===== src/hdl/i2c_pkg.sv =====
package i2c_pkg;

	// Bus framing
	localparam int BYTE_BITS = 8;
	localparam int DEV_ADDR_BITS = 7;

	typedef logic [BYTE_BITS-1:0] byte_t;

	// R/W bit after the device address
	localparam logic BIT_WRITE = 1'b0;
	localparam logic BIT_READ = 1'b1;

	// SDA level in the ninth bit
	localparam logic SDA_ACK = 1'b0;
	localparam logic SDA_NACK = 1'b1;

	// Transaction sequencer states, one-hot
	typedef enum logic [6:0] {
		IDLE  = 7'b0000001,
		DEV_W = 7'b0000010,
		REG   = 7'b0000100,
		WDATA = 7'b0001000,
		DEV_R = 7'b0010000,
		RDATA = 7'b0100000,
		DONE  = 7'b1000000
	} txn_state_t;

endpackage


===== src/hdl/i2c_scl_gen.sv =====
`timescale 1ns/1ps

module i2c_scl_gen #(
	parameter int CLK_FREQ_MHZ = 25,
	parameter int SCL_FREQ_KHZ = 1000
) (
	input  logic i_clk,
	input  logic i_rstn,
	output logic o_scl,
	output logic o_hi_mid,
	output logic o_lo_mid
);

	// System clocks per SCL half period
	localparam int HALF_CNT = CLK_FREQ_MHZ * 500 / SCL_FREQ_KHZ;
	localparam int CNT_W = (HALF_CNT > 1) ? $clog2(HALF_CNT) : 1;
	localparam logic [CNT_W-1:0] CNT_LAST = CNT_W'(HALF_CNT - 1);
	localparam logic [CNT_W-1:0] CNT_MID = CNT_W'(HALF_CNT / 2);

	logic [CNT_W-1:0] half_cnt;

	always_ff @(posedge i_clk or negedge i_rstn) begin
		if (!i_rstn) begin
			half_cnt <= '0;
			o_scl <= 1'b1;
		end else if (half_cnt == CNT_LAST) begin
			half_cnt <= '0;
			o_scl <= ~o_scl;
		end else begin
			half_cnt <= half_cnt + CNT_W'(1);
		end
	end

	// SDA is sampled mid-high and changed mid-low
	assign o_hi_mid = o_scl && (half_cnt == CNT_MID);
	assign o_lo_mid = !o_scl && (half_cnt == CNT_MID);

endmodule


===== src/hdl/i2c_byte_tx.sv =====
`timescale 1ns/1ps

module i2c_byte_tx (
	input  logic           i_clk,
	input  logic           i_rstn,
	input  logic           i_hi_mid,
	input  logic           i_lo_mid,
	input  logic           i_req,
	input  logic           i_start,
	input  logic           i_stop,
	input  i2c_pkg::byte_t i_data,
	input  logic           i_sda,
	output logic           o_done,
	output logic           o_nack,
	output logic           o_sda,
	output logic           o_sda_oe
);

	localparam int CNT_W = $clog2(i2c_pkg::BYTE_BITS + 1);
	localparam logic [CNT_W-1:0] CNT_FULL = CNT_W'(i2c_pkg::BYTE_BITS);

	typedef enum logic [2:0] {
		ST_IDLE,
		ST_START,
		ST_DATA,
		ST_ACK,
		ST_STOP,
		ST_END
	} state_t;

	state_t state;
	logic [CNT_W-1:0] bit_cnt;
	logic phase;
	logic stop_q;
	i2c_pkg::byte_t shreg;

	always_ff @(posedge i_clk or negedge i_rstn) begin
		if (!i_rstn) begin
			state <= ST_IDLE;
			bit_cnt <= '0;
			phase <= 1'b0;
			stop_q <= 1'b0;
			o_nack <= 1'b0;
			o_sda <= 1'b1;
			o_sda_oe <= 1'b0;
		end else begin
			case (state)
				ST_IDLE: begin
					o_sda <= 1'b1;
					o_sda_oe <= 1'b0;
					bit_cnt <= '0;
					phase <= 1'b0;
					if (i_req) begin
						stop_q <= i_stop;
						o_nack <= 1'b0;
						state <= i_start ? ST_START : ST_DATA;
					end
				end
				// Raise SDA while SCL is low, then pull it low while SCL is high
				ST_START: begin
					if (i_lo_mid) begin
						o_sda <= 1'b1;
						o_sda_oe <= 1'b1;
						phase <= 1'b1;
					end else if (i_hi_mid && phase) begin
						o_sda <= 1'b0;
						phase <= 1'b0;
						state <= ST_DATA;
					end
				end
				ST_DATA: begin
					if (i_lo_mid && bit_cnt == CNT_FULL) begin
						o_sda <= 1'b1;
						o_sda_oe <= 1'b0;
						state <= ST_ACK;
					end else if (i_lo_mid) begin
						o_sda <= shreg[i2c_pkg::BYTE_BITS-1];
						o_sda_oe <= 1'b1;
						bit_cnt <= bit_cnt + CNT_W'(1);
					end
				end
				ST_ACK: begin
					if (i_hi_mid) begin
						o_nack <= (i_sda == i2c_pkg::SDA_NACK);
						if (i_sda == i2c_pkg::SDA_NACK || stop_q) begin
							state <= ST_STOP;
						end else begin
							state <= ST_END;
						end
					end
				end
				// SDA low under SCL low, released high under SCL high
				ST_STOP: begin
					if (i_lo_mid) begin
						o_sda <= 1'b0;
						o_sda_oe <= 1'b1;
						phase <= 1'b1;
					end else if (i_hi_mid && phase) begin
						o_sda <= 1'b1;
						phase <= 1'b0;
						state <= ST_END;
					end
				end
				default: begin
					state <= ST_IDLE;
				end
			endcase
		end
	end

	// MSB first
	always_ff @(posedge i_clk) begin
		if (state == ST_IDLE && i_req) begin
			shreg <= i_data;
		end else if (state == ST_DATA && i_lo_mid) begin
			shreg <= {shreg[i2c_pkg::BYTE_BITS-2:0], 1'b0};
		end
	end

	assign o_done = (state == ST_END);

endmodule


===== src/hdl/i2c_byte_rx.sv =====
`timescale 1ns/1ps

module i2c_byte_rx (
	input  logic           i_clk,
	input  logic           i_rstn,
	input  logic           i_hi_mid,
	input  logic           i_lo_mid,
	input  logic           i_req,
	input  logic           i_last,
	input  logic           i_sda,
	output logic           o_done,
	output i2c_pkg::byte_t o_data,
	output logic           o_sda,
	output logic           o_sda_oe
);

	localparam int CNT_W = $clog2(i2c_pkg::BYTE_BITS);
	localparam logic [CNT_W-1:0] CNT_LAST = CNT_W'(i2c_pkg::BYTE_BITS - 1);

	typedef enum logic [2:0] {
		ST_IDLE,
		ST_DATA,
		ST_ACK,
		ST_STOP,
		ST_END
	} state_t;

	state_t state;
	logic [CNT_W-1:0] bit_cnt;
	logic phase;
	logic last_q;

	always_ff @(posedge i_clk or negedge i_rstn) begin
		if (!i_rstn) begin
			state <= ST_IDLE;
			bit_cnt <= '0;
			phase <= 1'b0;
			last_q <= 1'b0;
			o_sda <= 1'b1;
			o_sda_oe <= 1'b0;
		end else begin
			case (state)
				ST_IDLE: begin
					o_sda <= 1'b1;
					o_sda_oe <= 1'b0;
					bit_cnt <= '0;
					phase <= 1'b0;
					if (i_req) begin
						last_q <= i_last;
						state <= ST_DATA;
					end
				end
				ST_DATA: begin
					if (i_hi_mid) begin
						bit_cnt <= bit_cnt + CNT_W'(1);
						if (bit_cnt == CNT_LAST) begin
							state <= ST_ACK;
						end
					end
				end
				// Drive the ninth bit for one full SCL period
				ST_ACK: begin
					if (i_lo_mid && !phase) begin
						o_sda <= last_q ? i2c_pkg::SDA_NACK : i2c_pkg::SDA_ACK;
						o_sda_oe <= 1'b1;
						phase <= 1'b1;
					end else if (i_lo_mid && last_q) begin
						o_sda <= 1'b0;
						phase <= 1'b0;
						state <= ST_STOP;
					end else if (i_lo_mid) begin
						o_sda <= 1'b1;
						o_sda_oe <= 1'b0;
						state <= ST_END;
					end
				end
				ST_STOP: begin
					if (i_hi_mid) begin
						o_sda <= 1'b1;
						state <= ST_END;
					end
				end
				default: begin
					state <= ST_IDLE;
				end
			endcase
		end
	end

	always_ff @(posedge i_clk) begin
		if (state == ST_DATA && i_hi_mid) begin
			o_data <= {o_data[i2c_pkg::BYTE_BITS-2:0], i_sda};
		end
	end

	assign o_done = (state == ST_END);

endmodule


===== src/hdl/i2c_txn_ctrl.sv =====
`timescale 1ns/1ps

module i2c_txn_ctrl (
	input  logic                              i_clk,
	input  logic                              i_rstn,
	input  logic                              i_wr_req,
	input  logic                              i_rd_req,
	input  logic [i2c_pkg::DEV_ADDR_BITS-1:0] i_dev_addr,
	input  i2c_pkg::byte_t                    i_reg_addr,
	input  i2c_pkg::byte_t                    i_wdata,
	input  logic                              i_wlast,
	input  logic                              i_rlast,
	input  logic                              i_tx_done,
	input  logic                              i_tx_nack,
	input  logic                              i_rx_done,
	input  i2c_pkg::byte_t                    i_rx_data,
	output logic                              o_tx_req,
	output logic                              o_tx_start,
	output logic                              o_tx_stop,
	output i2c_pkg::byte_t                    o_tx_data,
	output logic                              o_rx_req,
	output logic                              o_rx_last,
	output logic                              o_wready,
	output i2c_pkg::byte_t                    o_rdata,
	output logic                              o_rvalid,
	output logic                              o_busy,
	output logic                              o_ack_err
);

	i2c_pkg::txn_state_t state;
	logic is_rd;
	// Request the byte of the current state on the next cycle
	logic issue;

	always_ff @(posedge i_clk or negedge i_rstn) begin
		if (!i_rstn) begin
			state <= i2c_pkg::IDLE;
			is_rd <= 1'b0;
			issue <= 1'b0;
			o_tx_req <= 1'b0;
			o_tx_start <= 1'b0;
			o_tx_stop <= 1'b0;
			o_rx_req <= 1'b0;
			o_rx_last <= 1'b0;
			o_wready <= 1'b0;
			o_rvalid <= 1'b0;
			o_busy <= 1'b0;
			o_ack_err <= 1'b0;
		end else begin
			issue <= 1'b0;
			o_tx_req <= 1'b0;
			o_rx_req <= 1'b0;
			o_wready <= 1'b0;
			o_rvalid <= 1'b0;
			if (issue && state == i2c_pkg::RDATA) begin
				o_rx_req <= 1'b1;
				o_rx_last <= i_rlast;
			end else if (issue) begin
				o_tx_req <= 1'b1;
				o_tx_start <= (state == i2c_pkg::DEV_W) || (state == i2c_pkg::DEV_R);
				o_tx_stop <= (state == i2c_pkg::WDATA) && i_wlast;
			end
			// The transmitter has already sent STOP after a NACK
			if (i_tx_done && i_tx_nack) begin
				state <= i2c_pkg::DONE;
			end else begin
				case (state)
					i2c_pkg::IDLE: begin
						if (i_wr_req || i_rd_req) begin
							is_rd <= !i_wr_req;
							o_busy <= 1'b1;
							o_ack_err <= 1'b0;
							issue <= 1'b1;
							state <= i2c_pkg::DEV_W;
						end
					end
					i2c_pkg::DEV_W: begin
						if (i_tx_done) begin
							issue <= 1'b1;
							state <= i2c_pkg::REG;
						end
					end
					i2c_pkg::REG: begin
						if (i_tx_done && is_rd) begin
							issue <= 1'b1;
							state <= i2c_pkg::DEV_R;
						end else if (i_tx_done) begin
							issue <= 1'b1;
							state <= i2c_pkg::WDATA;
						end
					end
					// Next byte is taken once the host has seen wready
					i2c_pkg::WDATA: begin
						if (i_tx_done) begin
							o_wready <= 1'b1;
							if (o_tx_stop) begin
								state <= i2c_pkg::DONE;
							end
						end else if (o_wready) begin
							issue <= 1'b1;
						end
					end
					i2c_pkg::DEV_R: begin
						if (i_tx_done) begin
							issue <= 1'b1;
							state <= i2c_pkg::RDATA;
						end
					end
					// Host updates rlast after each rvalid
					i2c_pkg::RDATA: begin
						if (i_rx_done) begin
							o_rvalid <= 1'b1;
							if (o_rx_last) begin
								state <= i2c_pkg::DONE;
							end
						end else if (o_rvalid) begin
							issue <= 1'b1;
						end
					end
					i2c_pkg::DONE: begin
						o_busy <= 1'b0;
						// Transmitter keeps the ACK result of the last byte it sent
						o_ack_err <= i_tx_nack;
						state <= i2c_pkg::IDLE;
					end
					default: begin
						state <= i2c_pkg::IDLE;
					end
				endcase
			end
		end
	end

	always_ff @(posedge i_clk) begin
		if (issue) begin
			case (state)
				i2c_pkg::DEV_W: o_tx_data <= {i_dev_addr, i2c_pkg::BIT_WRITE};
				i2c_pkg::DEV_R: o_tx_data <= {i_dev_addr, i2c_pkg::BIT_READ};
				i2c_pkg::REG:   o_tx_data <= i_reg_addr;
				default:        o_tx_data <= i_wdata;
			endcase
		end
		if (i_rx_done) begin
			o_rdata <= i_rx_data;
		end
	end

endmodule


===== src/hdl/i2c_master.sv =====
`timescale 1ns/1ps

module i2c_master #(
	parameter int CLK_FREQ_MHZ = 25,
	parameter int SCL_FREQ_KHZ = 1000
) (
	input  logic                              i_clk,
	input  logic                              i_rstn,
	input  logic                              i_wr_req,
	input  logic                              i_rd_req,
	input  logic [i2c_pkg::DEV_ADDR_BITS-1:0] i_dev_addr,
	input  i2c_pkg::byte_t                    i_reg_addr,
	input  i2c_pkg::byte_t                    i_wdata,
	input  logic                              i_wlast,
	input  logic                              i_rlast,
	input  logic                              i_sda,
	output logic                              o_wready,
	output i2c_pkg::byte_t                    o_rdata,
	output logic                              o_rvalid,
	output logic                              o_busy,
	output logic                              o_ack_err,
	output logic                              o_scl,
	output logic                              o_sda,
	output logic                              o_sda_oe
);

	logic hi_mid;
	logic lo_mid;
	logic tx_req;
	logic tx_start;
	logic tx_stop;
	logic tx_done;
	logic tx_nack;
	logic tx_sda;
	logic tx_oe;
	logic rx_req;
	logic rx_last;
	logic rx_done;
	logic rx_sda;
	logic rx_oe;
	i2c_pkg::byte_t tx_data;
	i2c_pkg::byte_t rx_data;

	i2c_scl_gen #(
		.CLK_FREQ_MHZ(CLK_FREQ_MHZ),
		.SCL_FREQ_KHZ(SCL_FREQ_KHZ)
	) u_scl_gen (
		.i_clk(i_clk), .i_rstn(i_rstn),
		.o_scl(o_scl), .o_hi_mid(hi_mid), .o_lo_mid(lo_mid)
	);

	i2c_txn_ctrl u_txn_ctrl (
		.i_clk(i_clk), .i_rstn(i_rstn),
		.i_wr_req(i_wr_req), .i_rd_req(i_rd_req),
		.i_dev_addr(i_dev_addr), .i_reg_addr(i_reg_addr),
		.i_wdata(i_wdata), .i_wlast(i_wlast), .i_rlast(i_rlast),
		.i_tx_done(tx_done), .i_tx_nack(tx_nack),
		.i_rx_done(rx_done), .i_rx_data(rx_data),
		.o_tx_req(tx_req), .o_tx_start(tx_start), .o_tx_stop(tx_stop),
		.o_tx_data(tx_data), .o_rx_req(rx_req), .o_rx_last(rx_last),
		.o_wready(o_wready), .o_rdata(o_rdata), .o_rvalid(o_rvalid),
		.o_busy(o_busy), .o_ack_err(o_ack_err)
	);

	i2c_byte_tx u_byte_tx (
		.i_clk(i_clk), .i_rstn(i_rstn),
		.i_hi_mid(hi_mid), .i_lo_mid(lo_mid),
		.i_req(tx_req), .i_start(tx_start), .i_stop(tx_stop),
		.i_data(tx_data), .i_sda(i_sda),
		.o_done(tx_done), .o_nack(tx_nack),
		.o_sda(tx_sda), .o_sda_oe(tx_oe)
	);

	i2c_byte_rx u_byte_rx (
		.i_clk(i_clk), .i_rstn(i_rstn),
		.i_hi_mid(hi_mid), .i_lo_mid(lo_mid),
		.i_req(rx_req), .i_last(rx_last), .i_sda(i_sda),
		.o_done(rx_done), .o_data(rx_data),
		.o_sda(rx_sda), .o_sda_oe(rx_oe)
	);

	// Idle engine sits released with SDA high
	always_ff @(posedge i_clk or negedge i_rstn) begin
		if (!i_rstn) begin
			o_sda <= 1'b1;
			o_sda_oe <= 1'b0;
		end else begin
			o_sda <= tx_sda & rx_sda;
			o_sda_oe <= tx_oe | rx_oe;
		end
	end

endmodule


===== config.mk =====
export PLATFORM = sky130hd
export DESIGN_NAME = i2c_master
export DESIGN_NICKNAME = d
export VERILOG_FILES = /design/src/hdl/i2c_pkg.sv /design/src/hdl/i2c_scl_gen.sv /design/src/hdl/i2c_byte_tx.sv /design/src/hdl/i2c_byte_rx.sv /design/src/hdl/i2c_txn_ctrl.sv /design/src/hdl/i2c_master.sv
export SDC_FILE = /design/constraint.sdc
export NUM_CORES = 1
export LEC_CHECK = 0
export BUFFER_PORTS_ARGS = -buffer_cell sky130_fd_sc_hd__buf_4
export CORE_MARGIN = 2
export CORE_UTILIZATION = 50
export CTS_CLUSTER_SIZE = 30
export DETAILED_ROUTE_END_ITERATION = 16
export MAX_ROUTING_LAYER = met4
export PLACE_DENSITY_LB_ADDON = 0.08
export SYNTH_ARGS = -nofsm -noshare
export SYNTH_HDL_FRONTEND = slang
export SYNTH_HIERARCHICAL = 1
export SYNTH_SLANG_ARGS = --single-unit

===== constraint.sdc =====
create_clock -name i_clk -period 2.6 [get_ports i_clk]
set_clock_uncertainty 0.2 [all_clocks]
set_input_delay 0.26 -clock i_clk [delete_from_list [all_inputs] [get_ports i_clk]]
set_output_delay 0.26 -clock i_clk [all_outputs]
set_load 0.02 [all_outputs]

== Word-level counts from Yosys, hierarchy flattened ==
Index checks and enable logic that the tools add are counted.
Storage, ports and cells
  register bits: 79
  input bits: 30
  output and inout bits: 15
Cells by class
  add/subtract/negate cells: 3
  eq/ne operators: 52
  multiplexer cells: 86
  bitwise gates (word level): 5
  reduce and logical (&&, ||, !) cells: 49
Operator list (count)
  7-bit 2-to-1 mux: 10
  3-bit 2-to-1 mux: 15
  7-bit one-hot mux with 6 select lines: 1
  1-bit 2-to-1 mux: 39
  3-bit by 1-bit inequality test with 1-bit output (second input constant): 8
  8-bit one-hot mux with 3 select lines: 1
  2-bit by 1-bit inequality test with 1-bit output (second input constant): 9
  3-bit by 2-bit inequality test with 1-bit output (second input constant): 6
  3-bit AND reduction: 6
  8-bit 2-to-1 mux: 2
  3-bit one-hot mux with 5 select lines: 1
  2-bit nonzero test: 7
  1-bit logical AND: 13
  3-bit by 2-bit == test with 1-bit output (second input constant): 4
  3-bit == test (second input constant): 4
  4-bit 2-to-1 mux: 3
  2-bit inequality test (second input constant): 6
  1-bit one-hot mux with 2 select lines: 6
  3-bit one-hot mux with 4 select lines: 1
  2-bit AND reduction: 6
  4-bit by 1-bit adder with 4-bit output (second input constant): 2
  4-bit == test (second input constant): 2
  4-bit by 1-bit inequality test with 1-bit output (second input constant): 2
  4-bit one-hot mux with 2 select lines: 1
  other kinds (29): 40

== Logic depth before layout (Yosys ltp) ==
  depth after elaboration: 6
  depth in mapped cells: 9
  mapped depth without buffers: 8

== Cells and area by module ==
The synthesis kept the hierarchy.
By module, submodules not included
  i2c_txn_ctrl: instances 1, cells an instance 144, area each 1620.3 sq um
  i2c_byte_tx: instances 1, cells an instance 106, area each 1149.9 sq um
  i2c_byte_rx: instances 1, cells an instance 62, area each 812.0 sq um
  i2c_scl_gen: instances 1, cells an instance 22, area each 250.2 sq um
  i2c_master: instances 1, cells an instance 4, area each 63.8 sq um

== Least setup slack after synthesis ==
Ideal clock, no wire load.
  path type: reg-to-reg
  start: register u_scl_gen.half_cnt[0]
  end: register u_byte_rx.o_data[0] (enable)
  data arrival time: 1.945 ns
  data required time: 2.054 ns
  path slack: 0.109 ns
  cell stages (with the launch flop): 6
  path buffers: 0
  period minus slack after synthesis: 2.491 ns
  cells stage by stage: dfrtp_1 -> inv_1 -> ha_1 -> nand2_1 -> nor3b_1 -> and4bb_1
On the way
  longest elaborated chain between the ends: 3
Ends and longest elaborated chain
  from (decl): RTL line i2c_scl_gen.sv:20  | logic [CNT_W-1:0] half_cnt;
  from (signal assigned): RTL line i2c_scl_gen.sv:30  | half_cnt <= half_cnt + CNT_W'(1);
  4-bit by 3-bit == test with 1-bit output: RTL line i2c_scl_gen.sv:35  | assign o_hi_mid = o_scl && (half_cnt == CNT_MID);
  1-bit logical AND: RTL line i2c_scl_gen.sv:35
  net hi_mid: RTL line i2c_master.sv:27  | logic hi_mid;
  1-bit logical AND: RTL line i2c_byte_rx.sv:91  | if (state == ST_DATA && i_hi_mid) begin
  to (signal assigned): RTL line i2c_byte_rx.sv:92  | o_data <= {o_data[i2c_pkg::BYTE_BITS-2:0], i_sda};
  to (decl): RTL line i2c_byte_rx.sv:12  | output i2c_pkg::byte_t o_data,
The timed path passes the listed nets, and every way through them passes these cells.
A chain may end at the register's enable or synchronous reset.

== Worst setup path in the final report ==
  start: register u_txn_ctrl.state[5]
  end: register u_txn_ctrl.o_tx_data[7], data pin
On the way
  longest elaborated chain between the ends: 2
  elaborated cells between the ends (all ways): 4
  classes of those cells: 3 x eq/ne; 1 x mux
Ends and longest elaborated chain
  from (decl): RTL line i2c_txn_ctrl.sv:30  | i2c_pkg::txn_state_t state;
  from (signal assigned): RTL line i2c_txn_ctrl.sv:37  | state <= i2c_pkg::IDLE;
  from (signal assigned): RTL line i2c_txn_ctrl.sv:65  | state <= i2c_pkg::DONE;
  from (signal assigned): RTL line i2c_txn_ctrl.sv:74  | state <= i2c_pkg::DEV_W;
  7-bit by 3-bit == test with 1-bit output, or another cell as far along: RTL line i2c_txn_ctrl.sv:136  | case (state)
  8-bit one-hot mux with 3 select lines *: RTL line i2c_txn_ctrl.sv:136
  to (signal assigned): RTL line i2c_txn_ctrl.sv:137  | i2c_pkg::DEV_W: o_tx_data <= {i_dev_addr, i2c_pkg::BIT_WRITE};
  to (signal assigned): RTL line i2c_txn_ctrl.sv:138  | i2c_pkg::DEV_R: o_tx_data <= {i_dev_addr, i2c_pkg::BIT_READ};
  to (signal assigned): RTL line i2c_txn_ctrl.sv:139  | i2c_pkg::REG: o_tx_data <= i_reg_addr;
  to (decl): RTL line i2c_txn_ctrl.sv:20  | output i2c_pkg::byte_t o_tx_data,
Mark *: on every way between the ends. The rest lies on a longest branch, timed or not.

==> impl_metrics.yaml <==
run_status:
  outcome: "completed"
synth:
  synth_warnings: 6
  syn-num-nets: 374
  synth_top_cell_by_area: "dfrtp_1"
  yosys.cell_types.count: 67
  seq_area_frac_synth: 0.550
  synth.top_cell.area_share: 0.270
  avgSynthCellArea_sq_um: 11.5
  syn_area_sq_mm: 0.00390
  synth_edf_count: 32
  yosys_register_bits: 79
  synthCells: 338
  synthArstFlopShare: 0.595
  ys_top_cells_by_area: "dfrtp_1 27%, edfxtp_1 25%, nand2_1 4.2%"
  ys.flop_type: "dfrtp_1"
clock_tree:
  cts_tree: "yes"
  cts_resized: 0
  hold_buffers: 14
  max-clock-path-buffers: 2
  cts-root-buf: "clkbuf_8"
  postCtsSetupBuffers: 0
  cts_htree_levels: 3
  clk_latency_ns: 0.34
  clock_sinks: 79
  clk_pin_slew_worst_paths_ns: 0.08
  cts_buffers: 9
detailed_routing:
  via_per_inst: 5.39
  routed-wl-met3_um: 233
  ant_nets: 0
  wirelength_mm: 7.46
  drc: 0
  dr_wl_met2_mm: 3.61
  wl_met1_mm: 3.51
  dr.pass1.iters: 5
  vias: 2718
  drt_iter0_markers: 137
  wl_per_cell_um: 14.8
  topRoutingLayerUsed: "met4"
grt:
  grt_max_degree: 48
  antenna_found_initial: 0
  grt_pass1_wl_mm: 13.0
  grt_use_total: 0.202
  overflow: 0
  grt_pass1_vias: 2662
run:
  max_cap_violations: 0
setup_path:
  start_kind: "register"
  r2r_start: "u_txn_ctrl/state[5]"
  path_max_fanout: 11
  crit_required_ns: 2.61
  arrival_ns: 2.50
  worstSetupStartpoint: "u_txn_ctrl/state[5]"
  rrSetupSlack_ns: 0.11
  worstSetupEndpointType: "register"
  worstSetupPathType: "reg2reg"
place:
  portBuffers: 44
  gp_congestion: 0.762
  dp_hpwl_mm: 5.15
  post_dp_cell_area_sq_mm: 0.00429
sta:
  report.final.slew_viol_count: 0
  hold_viol: 0
  setup_viol: 0
  fmaxAchievable_ghz: 0.401
  fin_crit_ns: 2.49
  rsz0062_at_grt: "no"
  worst_pin_slew_ns: 0.647
  slew_headroom: 0.568
  fin_crit_sh: 0.958
  finalSetupTns_ns: 0
layout:
  final_area_sq_mm: 0.00469
  area_growth_pct: 20.4
  final_common_cell: "buf_4"
  nets: 433
  final_util: 0.613
  drive_gt1_frac: 0.241
  antennaDiodeCount: 0
  final_cell_mix: "53 x buf_4, 44 x nand2_1, 42 x dfrtp_1"
  nFillCells: 635
power:
  peakVddDrop_uv: 416
  cellPowerDensity_mw_per_mm2: 691
  finalPower_mw: 3.24
  power_leakage_nw: 2.04
worst_hold_path:
  hp-class: "in2reg"
  hp-start: "i_reg_addr[2]"
die:
  core_area_sq_mm: 0.00765
  ios: 45
  rows: 32
  start_util: 0.509
  die_h_um: 92.3
  dieWidth_um: 92.3
  design.die.area_sq_mm: 0.00851
-- synthesized netlist by cell type (5+ instances only) --
cell type,n
nor2_1,20
dfrtp_1,42
a22oi_1,9
a21oi_1,12
mux2_4,9
dfstp_2,5
nor3_1,5
a31oi_1,5
edfxtp_1,32
nand2_1,44
nand2b_1,8
and2_1,7
buf_2,6
inv_1,13
o21ai_0,11
mux2i_1,5
ha_1,6
-- final timing paths --
| check | to | cells after the start |
|---|---|---|
| setup / recovery | u_txn_ctrl/o_tx_data[7] | 6 |
| hold / removal | u_txn_ctrl/o_tx_data[2] | 3 |
| setup reg to reg | u_txn_ctrl/o_tx_data[7] | 6 |
| hold reg to reg | u_txn_ctrl/o_rdata[7] | 0 |
| max in group asynchronous | u_txn_ctrl/o_tx_req | 2 |
| min in group asynchronous | u_byte_rx/bit_cnt[1] | 2 |
-- per-stage QoR --
stage	hold slack [ns]	setup slack, ns	std cells
3_3_place_gp	0.118	0.456	474
2_1_floorplan	-0.236	0.109	338
3_5_place_dp	0.113	0.421	474
4_1_cts	0.000992	0.114	504
5_1_grt	0.00724	0.0182	504
6_report	0.0132	0.108	504
-- critical path, cell delays in order (launching register included) --
cell and delay, ns:
dfrtp_1 0.42, or3_1 0.53, nor4b_2 0.30, buf_4 0.23, a22oi_1 0.07, dlygate4sd3_1 0.56, nand2_1 0.06
-- cells by family (layout without fill, tap and decap cells) --
family	count (synthesis)	after routing	share of synthesized area
AOI/OAI and AO/OA	68	68	0.124
xor gates and xnor gates	3	3	0.00674
adders and majority gates	7	7	0.0218
buffers and inverters	32	96	0.0466
DFF	79	79	0.550
muxes	19	19	0.0620
and+or+nand+nor	130	130	0.189
-- per-layer routing --
metal  GRT usage  vias up
li1            -     1342
met1       0.265     1305
met2       0.314       63
met3      0.0403        8
met4      0.0759        0
met5           -        -
-- power by group --
group	internal, mW	switching (mW)	leakage (nW)	total [mW]
registers	1.42	0.104	0.910	1.52
logic	0.254	0.307	1.00	0.562
clock network	0.733	0.420	0.126	1.15
-- flip-flops by register name, summed over array words and instances, names as in the netlist, 3 cells and up --
| signal | flops |
|---|---|
| u_byte_rx/bit_cnt | 3 |
| u_byte_rx/o_data | 8 |
| u_byte_rx/state | 3 |
| u_byte_tx/bit_cnt | 4 |
| u_byte_tx/shreg | 8 |
| u_byte_tx/state | 3 |
| u_scl_gen/half_cnt | 4 |
| u_txn_ctrl/o_rdata | 8 |
| u_txn_ctrl/o_tx_data | 8 |
| u_txn_ctrl/state | 7 |
-- area by class of cell --
cell class | instances | area [sq um] | area share
Clock buffer | 10 | 128 | 0.0272
Clock inverter | 6 | 133 | 0.0283
Inverter | 13 | 48.8 | 0.0104
Multi-Input combinational cell | 227 | 1570 | 0.335
Sequential cell | 79 | 2140 | 0.457
Tap cell | 102 | 128 | 0.0272
Timing Repair Buffer | 67 | 538 | 0.115
No activity file was read; power rests on OpenSTA's default activity.
